**config.mk**
```make
export PLATFORM = sky130hd
export DESIGN_NAME = tri_channel
export DESIGN_NICKNAME = d
export VERILOG_FILES = /design/src/logic/tri_pkg.sv /design/src/logic/tri_apb_regs.sv /design/src/logic/tri_linear_counter.sv /design/src/logic/tri_length_counter.sv /design/src/logic/tri_timer.sv /design/src/logic/tri_sequencer.sv /design/src/logic/tri_channel.sv
export SDC_FILE = /design/constraint.sdc
export NUM_CORES = 1
export LEC_CHECK = 0
export BUFFER_PORTS_ARGS = -buffer_cell sky130_fd_sc_hd__buf_2
export CAP_MARGIN = 20
export CORE_MARGIN = 5
export CORE_UTILIZATION = 45
export DETAILED_ROUTE_END_ITERATION = 8
export SETUP_SLACK_MARGIN = 0.02
export SLEW_MARGIN = 30
export SYNTH_ARGS = -nofsm -noshare
export SYNTH_HDL_FRONTEND = slang
export SYNTH_HIERARCHICAL = 1
export SYNTH_SLANG_ARGS = --single-unit
```
**constraint.sdc**
```tcl
create_clock -name phi1 -period 2.24 [get_ports phi1]
set_input_delay 0.336 -clock phi1 [delete_from_list [all_inputs] [get_ports phi1]]
set_output_delay 0.336 -clock phi1 [all_outputs]
set_load 0.1 [all_outputs]
```
**src/logic/tri_pkg.sv**
```systemverilog
package tri_pkg;

	// Register offsets on the APB port
	localparam logic [4:0] addr_lin_ctrl = 5'h08;
	localparam logic [4:0] addr_timer_lo = 5'h0A;
	localparam logic [4:0] addr_timer_hi = 5'h0B;
	localparam logic [4:0] addr_status   = 5'h15;
	localparam logic [4:0] addr_test     = 5'h1A;

	localparam int seq_bits = 5;

	// Linear counter control byte, bit 7 doubles as length halt
	typedef struct packed {
		logic       halt;
		logic [6:0] lin_reload;
	} tri_lin_ctrl_t;

	typedef struct packed {
		logic [4:0] len_index;
		logic [2:0] period_hi;
	} tri_timer_hi_t;

	// Same write byte, decoded per target register
	typedef union packed {
		logic [7:0]    raw;
		tri_lin_ctrl_t lin_ctrl;
		tri_timer_hi_t timer_hi;
	} tri_wdata_u;

	typedef struct packed {
		logic        halt;
		logic [6:0]  lin_reload;
		logic [10:0] period;
		logic [4:0]  len_index;
	} tri_regs_t;

	// One-cycle strobes, high in the cycle after the APB write edge
	typedef struct packed {
		logic lin_ctrl;
		logic timer_lo;
		logic timer_hi;
		logic test;
	} tri_wr_t;

	localparam logic [7:0] length_table [32] = '{
		8'd10,
		8'd254,
		8'd20,
		8'd2,
		8'd40,
		8'd4,
		8'd80,
		8'd6,
		8'd160,
		8'd8,
		8'd60,
		8'd10,
		8'd14,
		8'd12,
		8'd26,
		8'd14,
		8'd12,
		8'd16,
		8'd24,
		8'd18,
		8'd48,
		8'd20,
		8'd96,
		8'd22,
		8'd192,
		8'd24,
		8'd72,
		8'd26,
		8'd16,
		8'd28,
		8'd32,
		8'd30
	};

endpackage

```
**src/logic/tri_apb_regs.sv**
```systemverilog
`timescale 1ns/1ps

module tri_apb_regs (
	input  logic               phi1,
	input  logic               rst_n,
	input  logic               psel,
	input  logic               penable,
	input  logic               pwrite,
	input  logic [4:0]         paddr,
	input  logic [7:0]         pwdata,
	output logic [7:0]         prdata,
	output logic               pready,
	input  logic               length_nonzero,
	output tri_pkg::tri_regs_t regs,
	output tri_pkg::tri_wr_t   wr,
	output logic [4:0]         seq_load,
	output logic               len_enable
);

	tri_pkg::tri_wdata_u wdata;
	logic apb_wr;
	logic wr_lin_ctrl;
	logic wr_timer_lo;
	logic wr_timer_hi;
	logic wr_status;
	logic wr_test;

	assign wdata = pwdata;

	// No wait states
	assign pready = 1'b1;
	assign apb_wr = psel & penable & pwrite;

	assign wr_lin_ctrl = apb_wr & (paddr == tri_pkg::addr_lin_ctrl);
	assign wr_timer_lo = apb_wr & (paddr == tri_pkg::addr_timer_lo);
	assign wr_timer_hi = apb_wr & (paddr == tri_pkg::addr_timer_hi);
	assign wr_status   = apb_wr & (paddr == tri_pkg::addr_status);
	assign wr_test     = apb_wr & (paddr == tri_pkg::addr_test);

	always_ff @(posedge phi1 or negedge rst_n) begin
		if (!rst_n) begin
			regs       <= '0;
			wr         <= '0;
			seq_load   <= '0;
			len_enable <= 1'b0;
		end else begin
			wr.lin_ctrl <= wr_lin_ctrl;
			wr.timer_lo <= wr_timer_lo;
			wr.timer_hi <= wr_timer_hi;
			wr.test     <= wr_test;
			if (wr_lin_ctrl) begin
				regs.halt       <= wdata.lin_ctrl.halt;
				regs.lin_reload <= wdata.lin_ctrl.lin_reload;
			end
			if (wr_timer_lo) begin
				regs.period[7:0] <= wdata.raw;
			end
			if (wr_timer_hi) begin
				regs.period[10:8] <= wdata.timer_hi.period_hi;
				regs.len_index    <= wdata.timer_hi.len_index;
			end
			if (wr_status) begin
				len_enable <= wdata.raw[2];
			end
			if (wr_test) begin
				seq_load <= wdata.raw[4:0];
			end
		end
	end

	always_comb begin
		prdata = 8'h00;
		if (psel && !pwrite && paddr == tri_pkg::addr_status) begin
			prdata[2] = length_nonzero;
		end
	end

endmodule

```
**src/logic/tri_linear_counter.sv**
```systemverilog
`timescale 1ns/1ps

module tri_linear_counter (
	input  logic               phi1,
	input  logic               rst_n,
	input  tri_pkg::tri_regs_t regs,
	input  tri_pkg::tri_wr_t   wr,
	input  logic               quarter_frame,
	output logic               linear_nonzero
);

	logic [6:0] cnt;
	logic       reload_flag;

	always_ff @(posedge phi1 or negedge rst_n) begin
		if (!rst_n) begin
			cnt <= 7'd0;
		end else if (quarter_frame) begin
			if (reload_flag) begin
				cnt <= regs.lin_reload;
			end else if (cnt != 7'd0) begin
				cnt <= cnt - 7'd1;
			end
		end
	end

	// Set by timer high write, dropped after a tick unless control bit holds it
	always_ff @(posedge phi1 or negedge rst_n) begin
		if (!rst_n) begin
			reload_flag <= 1'b0;
		end else if (wr.timer_hi) begin
			reload_flag <= 1'b1;
		end else if (quarter_frame && !regs.halt) begin
			reload_flag <= 1'b0;
		end
	end

	assign linear_nonzero = (cnt != 7'd0);

endmodule

```
**src/logic/tri_length_counter.sv**
```systemverilog
`timescale 1ns/1ps

module tri_length_counter (
	input  logic               phi1,
	input  logic               rst_n,
	input  tri_pkg::tri_regs_t regs,
	input  tri_pkg::tri_wr_t   wr,
	input  logic               len_enable,
	input  logic               half_frame,
	output logic               length_nonzero
);

	logic [7:0] cnt;
	logic [7:0] load_value;

	assign load_value = tri_pkg::length_table[regs.len_index];

	always_ff @(posedge phi1 or negedge rst_n) begin
		if (!rst_n) begin
			cnt <= 8'd0;
		end else if (!len_enable) begin
			// Disabled channel holds the counter at zero
			cnt <= 8'd0;
		end else if (wr.timer_hi) begin
			cnt <= load_value;
		end else if (half_frame && !regs.halt && cnt != 8'd0) begin
			cnt <= cnt - 8'd1;
		end
	end

	assign length_nonzero = (cnt != 8'd0);

endmodule

```
**src/logic/tri_timer.sv**
```systemverilog
`timescale 1ns/1ps

module tri_timer (
	input  logic               phi1,
	input  logic               rst_n,
	input  tri_pkg::tri_regs_t regs,
	input  tri_pkg::tri_wr_t   wr,
	output logic               step
);

	logic [10:0] cnt;

	// Period+1 cycles between steps
	always_ff @(posedge phi1 or negedge rst_n) begin
		if (!rst_n) begin
			cnt  <= 11'd0;
			step <= 1'b0;
		end else if (wr.timer_hi) begin
			cnt  <= regs.period;
			step <= 1'b0;
		end else if (cnt == 11'd0) begin
			cnt  <= regs.period;
			step <= 1'b1;
		end else begin
			cnt  <= cnt - 11'd1;
			step <= 1'b0;
		end
	end

endmodule

```
**src/logic/tri_sequencer.sv**
```systemverilog
`timescale 1ns/1ps

module tri_sequencer (
	input  logic                         phi1,
	input  logic                         rst_n,
	input  logic                         step,
	input  logic                         linear_nonzero,
	input  logic                         length_nonzero,
	input  tri_pkg::tri_wr_t             wr,
	input  logic [tri_pkg::seq_bits-1:0] seq_load,
	output logic [3:0]                   tri_out
);

	logic [tri_pkg::seq_bits-1:0] cnt;
	logic                         advance;

	assign advance = step & linear_nonzero & length_nonzero;

	always_ff @(posedge phi1 or negedge rst_n) begin
		if (!rst_n) begin
			cnt <= '0;
		end else if (wr.test) begin
			cnt <= seq_load;
		end else if (advance) begin
			cnt <= cnt + 1'b1;
		end
	end

	// First half falls 15..0, second half rises 0..15
	assign tri_out = cnt[tri_pkg::seq_bits-1] ? cnt[3:0] : ~cnt[3:0];

endmodule

```
**src/logic/tri_channel.sv**
```systemverilog
`timescale 1ns/1ps

module tri_channel (
	input  logic       phi1,
	input  logic       rst_n,
	input  logic       psel,
	input  logic       penable,
	input  logic       pwrite,
	input  logic [4:0] paddr,
	input  logic [7:0] pwdata,
	output logic [7:0] prdata,
	output logic       pready,
	input  logic       quarter_frame,
	input  logic       half_frame,
	output logic [3:0] tri_out
);

	tri_pkg::tri_regs_t regs;
	tri_pkg::tri_wr_t   wr;
	logic [4:0]         seq_load;
	logic               len_enable;
	logic               length_nonzero;
	logic               linear_nonzero;
	logic               step;

	tri_apb_regs u_regs (
		.phi1           (phi1),
		.rst_n          (rst_n),
		.psel           (psel),
		.penable        (penable),
		.pwrite         (pwrite),
		.paddr          (paddr),
		.pwdata         (pwdata),
		.prdata         (prdata),
		.pready         (pready),
		.length_nonzero (length_nonzero),
		.regs           (regs),
		.wr             (wr),
		.seq_load       (seq_load),
		.len_enable     (len_enable)
	);

	tri_linear_counter u_lin_cnt (
		.phi1           (phi1),
		.rst_n          (rst_n),
		.regs           (regs),
		.wr             (wr),
		.quarter_frame  (quarter_frame),
		.linear_nonzero (linear_nonzero)
	);

	tri_length_counter u_len_cnt (
		.phi1           (phi1),
		.rst_n          (rst_n),
		.regs           (regs),
		.wr             (wr),
		.len_enable     (len_enable),
		.half_frame     (half_frame),
		.length_nonzero (length_nonzero)
	);

	tri_timer u_timer (
		.phi1  (phi1),
		.rst_n (rst_n),
		.regs  (regs),
		.wr    (wr),
		.step  (step)
	);

	tri_sequencer u_seq (
		.phi1           (phi1),
		.rst_n          (rst_n),
		.step           (step),
		.linear_nonzero (linear_nonzero),
		.length_nonzero (length_nonzero),
		.wr             (wr),
		.seq_load       (seq_load),
		.tri_out        (tri_out)
	);

endmodule

```
# ---- Word-level counts from Yosys, hierarchy flattened
# Memories as Yosys holds them, arrays and structs flattened.
# Cells that the tools add are included.
# W data, S select, Z words.
dict set report word_totals {
  mem_count 1
  in_bits 20
  regBits 65
  out_inout_bits 13
  romBits 256
}
# memory depth width rd rd_clocked_by_memory_dff wr line_no
set mem_list {}
lappend mem_list {{(name not given)} 32 8 1 0 0 tri_length_counter.sv:16} ;# assign load_value = tri_pkg::length_table[regs.len_index];
dict set report op_classes {
  order_cmp 1
  mux 17
  eq_ne 6
  bitwise 11
  reduce_logical 14
  add_sub_neg 4
}
# cell n
set op_table {}
lappend op_table {{$mux W8} 5}
lappend op_table {{$mux W11} 2}
lappend op_table {{$eq A5 B4 Y1 const B} 3}
lappend op_table {{$mux W7} 2}
lappend op_table {{$logic_not A11 Y1} 1}
lappend op_table {{$sub A11 B1 Y11 const B} 1}
lappend op_table {{$eq A5 B5 Y1 const B} 2}
lappend op_table {{$mux W5} 2}
lappend op_table {{$and A1 B1 Y1} 9}
lappend op_table {{$reduce_bool A8 Y1} 1}
lappend op_table {{$sub A8 B1 Y8 const B} 1}
lappend op_table {{$reduce_bool A7 Y1} 1}
lappend op_table {{$sub A7 B1 Y7 const B} 1}
lappend op_table {{$ge A6 B6 Y1 const B} 1}
lappend op_table {{$not A5 Y6} 1}
lappend op_table {{$reduce_bool A2 Y1} 3}
lappend op_table {{$add A5 B1 Y5 const B} 1}
lappend op_table {{$logic_and A1 B1 Y1} 5}
lappend op_table {{$mux W1} 5}
lappend op_table {{$mux W4} 1}
lappend op_table {{$not A4 Y4} 1}
lappend op_table {{$ne A3 B1 Y1 const B} 1}
lappend op_table {{$logic_not A1 Y1} 2}
lappend op_table {{$reduce_and A2 Y1} 1}

# ---- Longest topological paths before layout
dict set report depth {
  ltp_word 6
  mapped_depth 8
  mapped_depth_nobuf 8
}

# ---- Modules after synthesis
# The synthesis kept the hierarchy.
# module area_each_um2 seq_area_each_um2 instances cells_each
set by_module_without_submodules {}
lappend by_module_without_submodules {tri_apb_regs 1433.9 850.8 1 91}
lappend by_module_without_submodules {tri_length_counter 853.3 200.2 1 100}
lappend by_module_without_submodules {tri_timer 714.4 300.3 1 67}
lappend by_module_without_submodules {tri_linear_counter 526.8 200.2 1 55}
lappend by_module_without_submodules {tri_sequencer 322.8 125.1 1 35}

# ---- Least setup slack after synthesis
# No wires, ideal clock.
dict set report synth_path {
  path_kind {register to output}
  start {register u_len_cnt.cnt[0]}
  end {output port prdata[2]}
  arrival_time_ns 2.220
  stages_incl_launch_ff 7
  slack_ns -0.316
  cell_sequence {dfrtp_1 -> inv_1 -> ha_1 -> nor4b_4 -> nand2_1 -> nand4b_1 -> nor2_1}
}
dict set report synth_between {
  elab_chain_cells 2
}
# element line_no
set synth_lines {}
lappend synth_lines {{start, declared} tri_length_counter.sv:13} ;# logic [7:0] cnt;
lappend synth_lines {{start signal, assigned} tri_length_counter.sv:25} ;# cnt <= load_value;
lappend synth_lines {{start signal, assigned} tri_length_counter.sv:27} ;# cnt <= cnt - 8'd1;
lappend synth_lines {{$reduce_bool A8 Y1} tri_length_counter.sv:31} ;# assign length_nonzero = (cnt != 8'd0);
lappend synth_lines {{named net length_nonzero} tri_channel.sv:22} ;# logic length_nonzero;
lappend synth_lines {{$mux W1} tri_apb_regs.sv:73} ;# if (psel && !pwrite && paddr == tri_pkg::addr_status) begin
lappend synth_lines {{end, declared} tri_channel.sv:11} ;# output logic [7:0] prdata,
# The timed path passes the listed nets, and every way through them passes these cells.

# ---- Worst setup path after layout
# Ends and elaborated chain as after synthesis.

==> flow_summary.json <==
{
  "numCtsBuffers": 9,
  "dpl.hpwl_um": 5700,
  "power_density_nw_per_um2": 935,
  "cts_root_buf": "clkbuf_8",
  "synthToLayoutAreaGrowth_pct": 11.5,
  "p_leak_nw": 1.96,
  "holdWs_ps": 1.25,
  "finalCriticalPeriod_ps": 2070,
  "dr.first_iter.drc_count": 75,
  "irDropWorstVdd_v": 0.000584,
  "num_rows": 33,
  "worstPathMaxFanout": 3,
  "die-area_um2": 10400,
  "slew_headroom_pct": 59.7,
  "status": "finished, final reports clean",
  "hp-class": "primary input to asynchronous set/reset pin",
  "wl_per_cell_um": 16.4,
  "drive_gt1_share_pct": 28.0,
  "port_buffers": 24,
  "avgSynthCellArea_um2": 11.0,
  "grt_max_degree": 66,
  "worst_slew_pin_slew_ps": 598,
  "pwr-share-comb_pct": 25.9,
  "yosysWarnings": 6,
  "die_width_um": 102,
  "critPathCaptureType": "output port",
  "crit_required_ps": 1900,
  "postSynthCellCount": 344,
  "initial_core_util_pct": 46.2,
  "pwr-share-clk_pct": 31.8,
  "grt_use_total_pct": 16.6,
  "p_int_w": 0.00263,
  "maxSlewViolCount": 0,
  "grt_pass1_vias": 2596,
  "h-tree-depth": 3,
  "core_area_um2": 8220,
  "grt-ovfl-total": 0,
  "path_clk_slew_ps": 70,
  "dp_cells": 464,
  "setup_violations": 0,
  "crit_path_start_kind": "flip-flop",
  "syn-cell-area_um2": 3790,
  "fin_tns_setup_ps": 0,
  "fmax_mhz": 484,
  "rsz0062_at_grt": "false",
  "cts_sinks": 65,
  "first_pass_iters": 4,
  "finalNonFillerCells": 480,
  "io_pins": 33,
  "period_share_pct": 92.2,
  "cts.path.max_buffers": 2,
  "drc": 0,
  "gp_congestion": 0.876,
  "pwr-share-seq_pct": 42.3,
  "clock_latency_ps": 340,
  "nets": 402,
  "p_sw_share_pct": 33.6,
  "drv_cap": 0,
  "routed_wl_um": 7870,
  "switching_power_w": 0.00133,
  "clock_skew_ps": 9.38,
  "via_count": 2671,
  "antenna_cells": 0,
  "placed_cell_area_um2": 3970,
  "stdcell_area_um2": 4230,
  "worstPathArrival_ps": 1730,
  "drtAntennaViolNets": 0,
  "cts_tree": "built",
  "postCtsSetupRepairBufs": 0,
  "criticalPathCategory": "flip-flop to output port",
  "antenna_found_initial": 0,
  "die_y_um": 102,
  "grt_pass1_wl_um": 13200,
  "vias_per_cell": 5.56,
  "hold_viol": 0
}
-- state kept, by name (all words and copies together) (netlist names) --
| signal | cells |
|---|---|
| u_regs/regs | 24 |
| u_timer/cnt | 11 |
| u_len_cnt/cnt | 8 |
| u_lin_cnt/cnt | 7 |
| u_regs/seq_load | 5 |
| u_seq/cnt | 5 |
| u_regs/wr | 2 |
| u_lin_cnt/reload_flag | 1 |
| u_regs/len_enable | 1 |
| u_timer/step | 1 |
-- layout by cell type (no fill, tap or decap), drive strengths merged, types with 3 or more instances in the layout --
| master | n |
|---|---|
| a21oi | 10 |
| ha | 12 |
| or4 | 6 |
| nand2b | 5 |
| nand4 | 4 |
| o31ai | 4 |
| xnor2 | 9 |
| nand2 | 19 |
| a31oi | 4 |
| and4b | 4 |
| a211oi | 7 |
| xor2 | 7 |
| nor2 | 27 |
| o311ai | 3 |
| mux2 | 33 |
| a221o | 4 |
| buf | 29 |
| dfrtp | 65 |
| nor3 | 8 |
| bufinv | 3 |
| inv | 18 |
| o21ai | 18 |
| clkbuf | 12 |
| nor4 | 5 |
| nor2b | 5 |
| nand3 | 4 |
| mux2i | 3 |
| or3 | 3 |
| conb | 8 |
-- repair_timing --
action | in CTS | in global routing
resized for setup | 1 | 1
pin swaps | 0 | 0
hold buffers | 0 | 0
setup endpoints to repair | 1 | 1
endpoints found under the hold margin | 0 | 0
-- power groups by stage --
stage / combinational [W] / sequential (W) / clock, W
floorplan: 0.000861 / 0.00161 / 0
CTS: 0.00103 / 0.00167 / 0.00129
global placement: 0.00101 / 0.00168 / 0
global route: 0.00114 / 0.00171 / 0.00135
detailed placement: 0.00102 / 0.00169 / 0
finish: 0.00102 / 0.00167 / 0.00126
-- stage by stage --
stage	setup WS [ps]	total power (W)	utilization, %
after detailed placement	339	0.00271	48.3
after global routing	50.6	0.00420	51.5
after CTS	97.1	0.00399	51.5
after global placement	384	0.00269	48.3
final	175	0.00395	51.5
after floorplan	-136	0.00247	-
-- final cells by class --
class | instances | area, µm²
tap | 105 | 131
multi-input combinational | 247 | 1980
sequential | 65 | 1630
clock inverter | 4 | 98.8
inverter | 18 | 67.6
fill | 755 | 3990
clock buffer | 12 | 155
timing repair buffer | 29 | 173
-- critical path, stage by stage (launching register included) --
cell,delay (ps)
dfrtp_1,400
inv_1,70
ha_1,190
nor4b_4,240
nand2_2,110
nand4b_1,120
nor2_2,40
buf_4,230
-- path summary, 6_finish.rpt --
check	from	endpoint	cells after the start	slack [ps]
min in group phi1	pwdata[5]	u_regs/regs[21]	2	290
max	u_len_cnt/cnt[0]	prdata[2]	7	170
max in group asynchronous	rst_n	u_regs/regs[1]	2	1960
min	rst_n	u_lin_cnt/cnt[5]	2	1
max reg2reg	u_timer/cnt[6]	u_timer/cnt[0]	3	450
min reg2reg	u_regs/seq_load[0]	u_seq/cnt[0]	2	490
-- layer usage --
layer	GRT usage (%)	part of all wire [%]	wire length, µm
met1	23.2	49	3820
met2	25.1	45	3570
met3	3.28	3.8	300
met4	7.37	2.1	165
met5	0	0	0
Note: power is estimated with default switching activity, not from simulation.
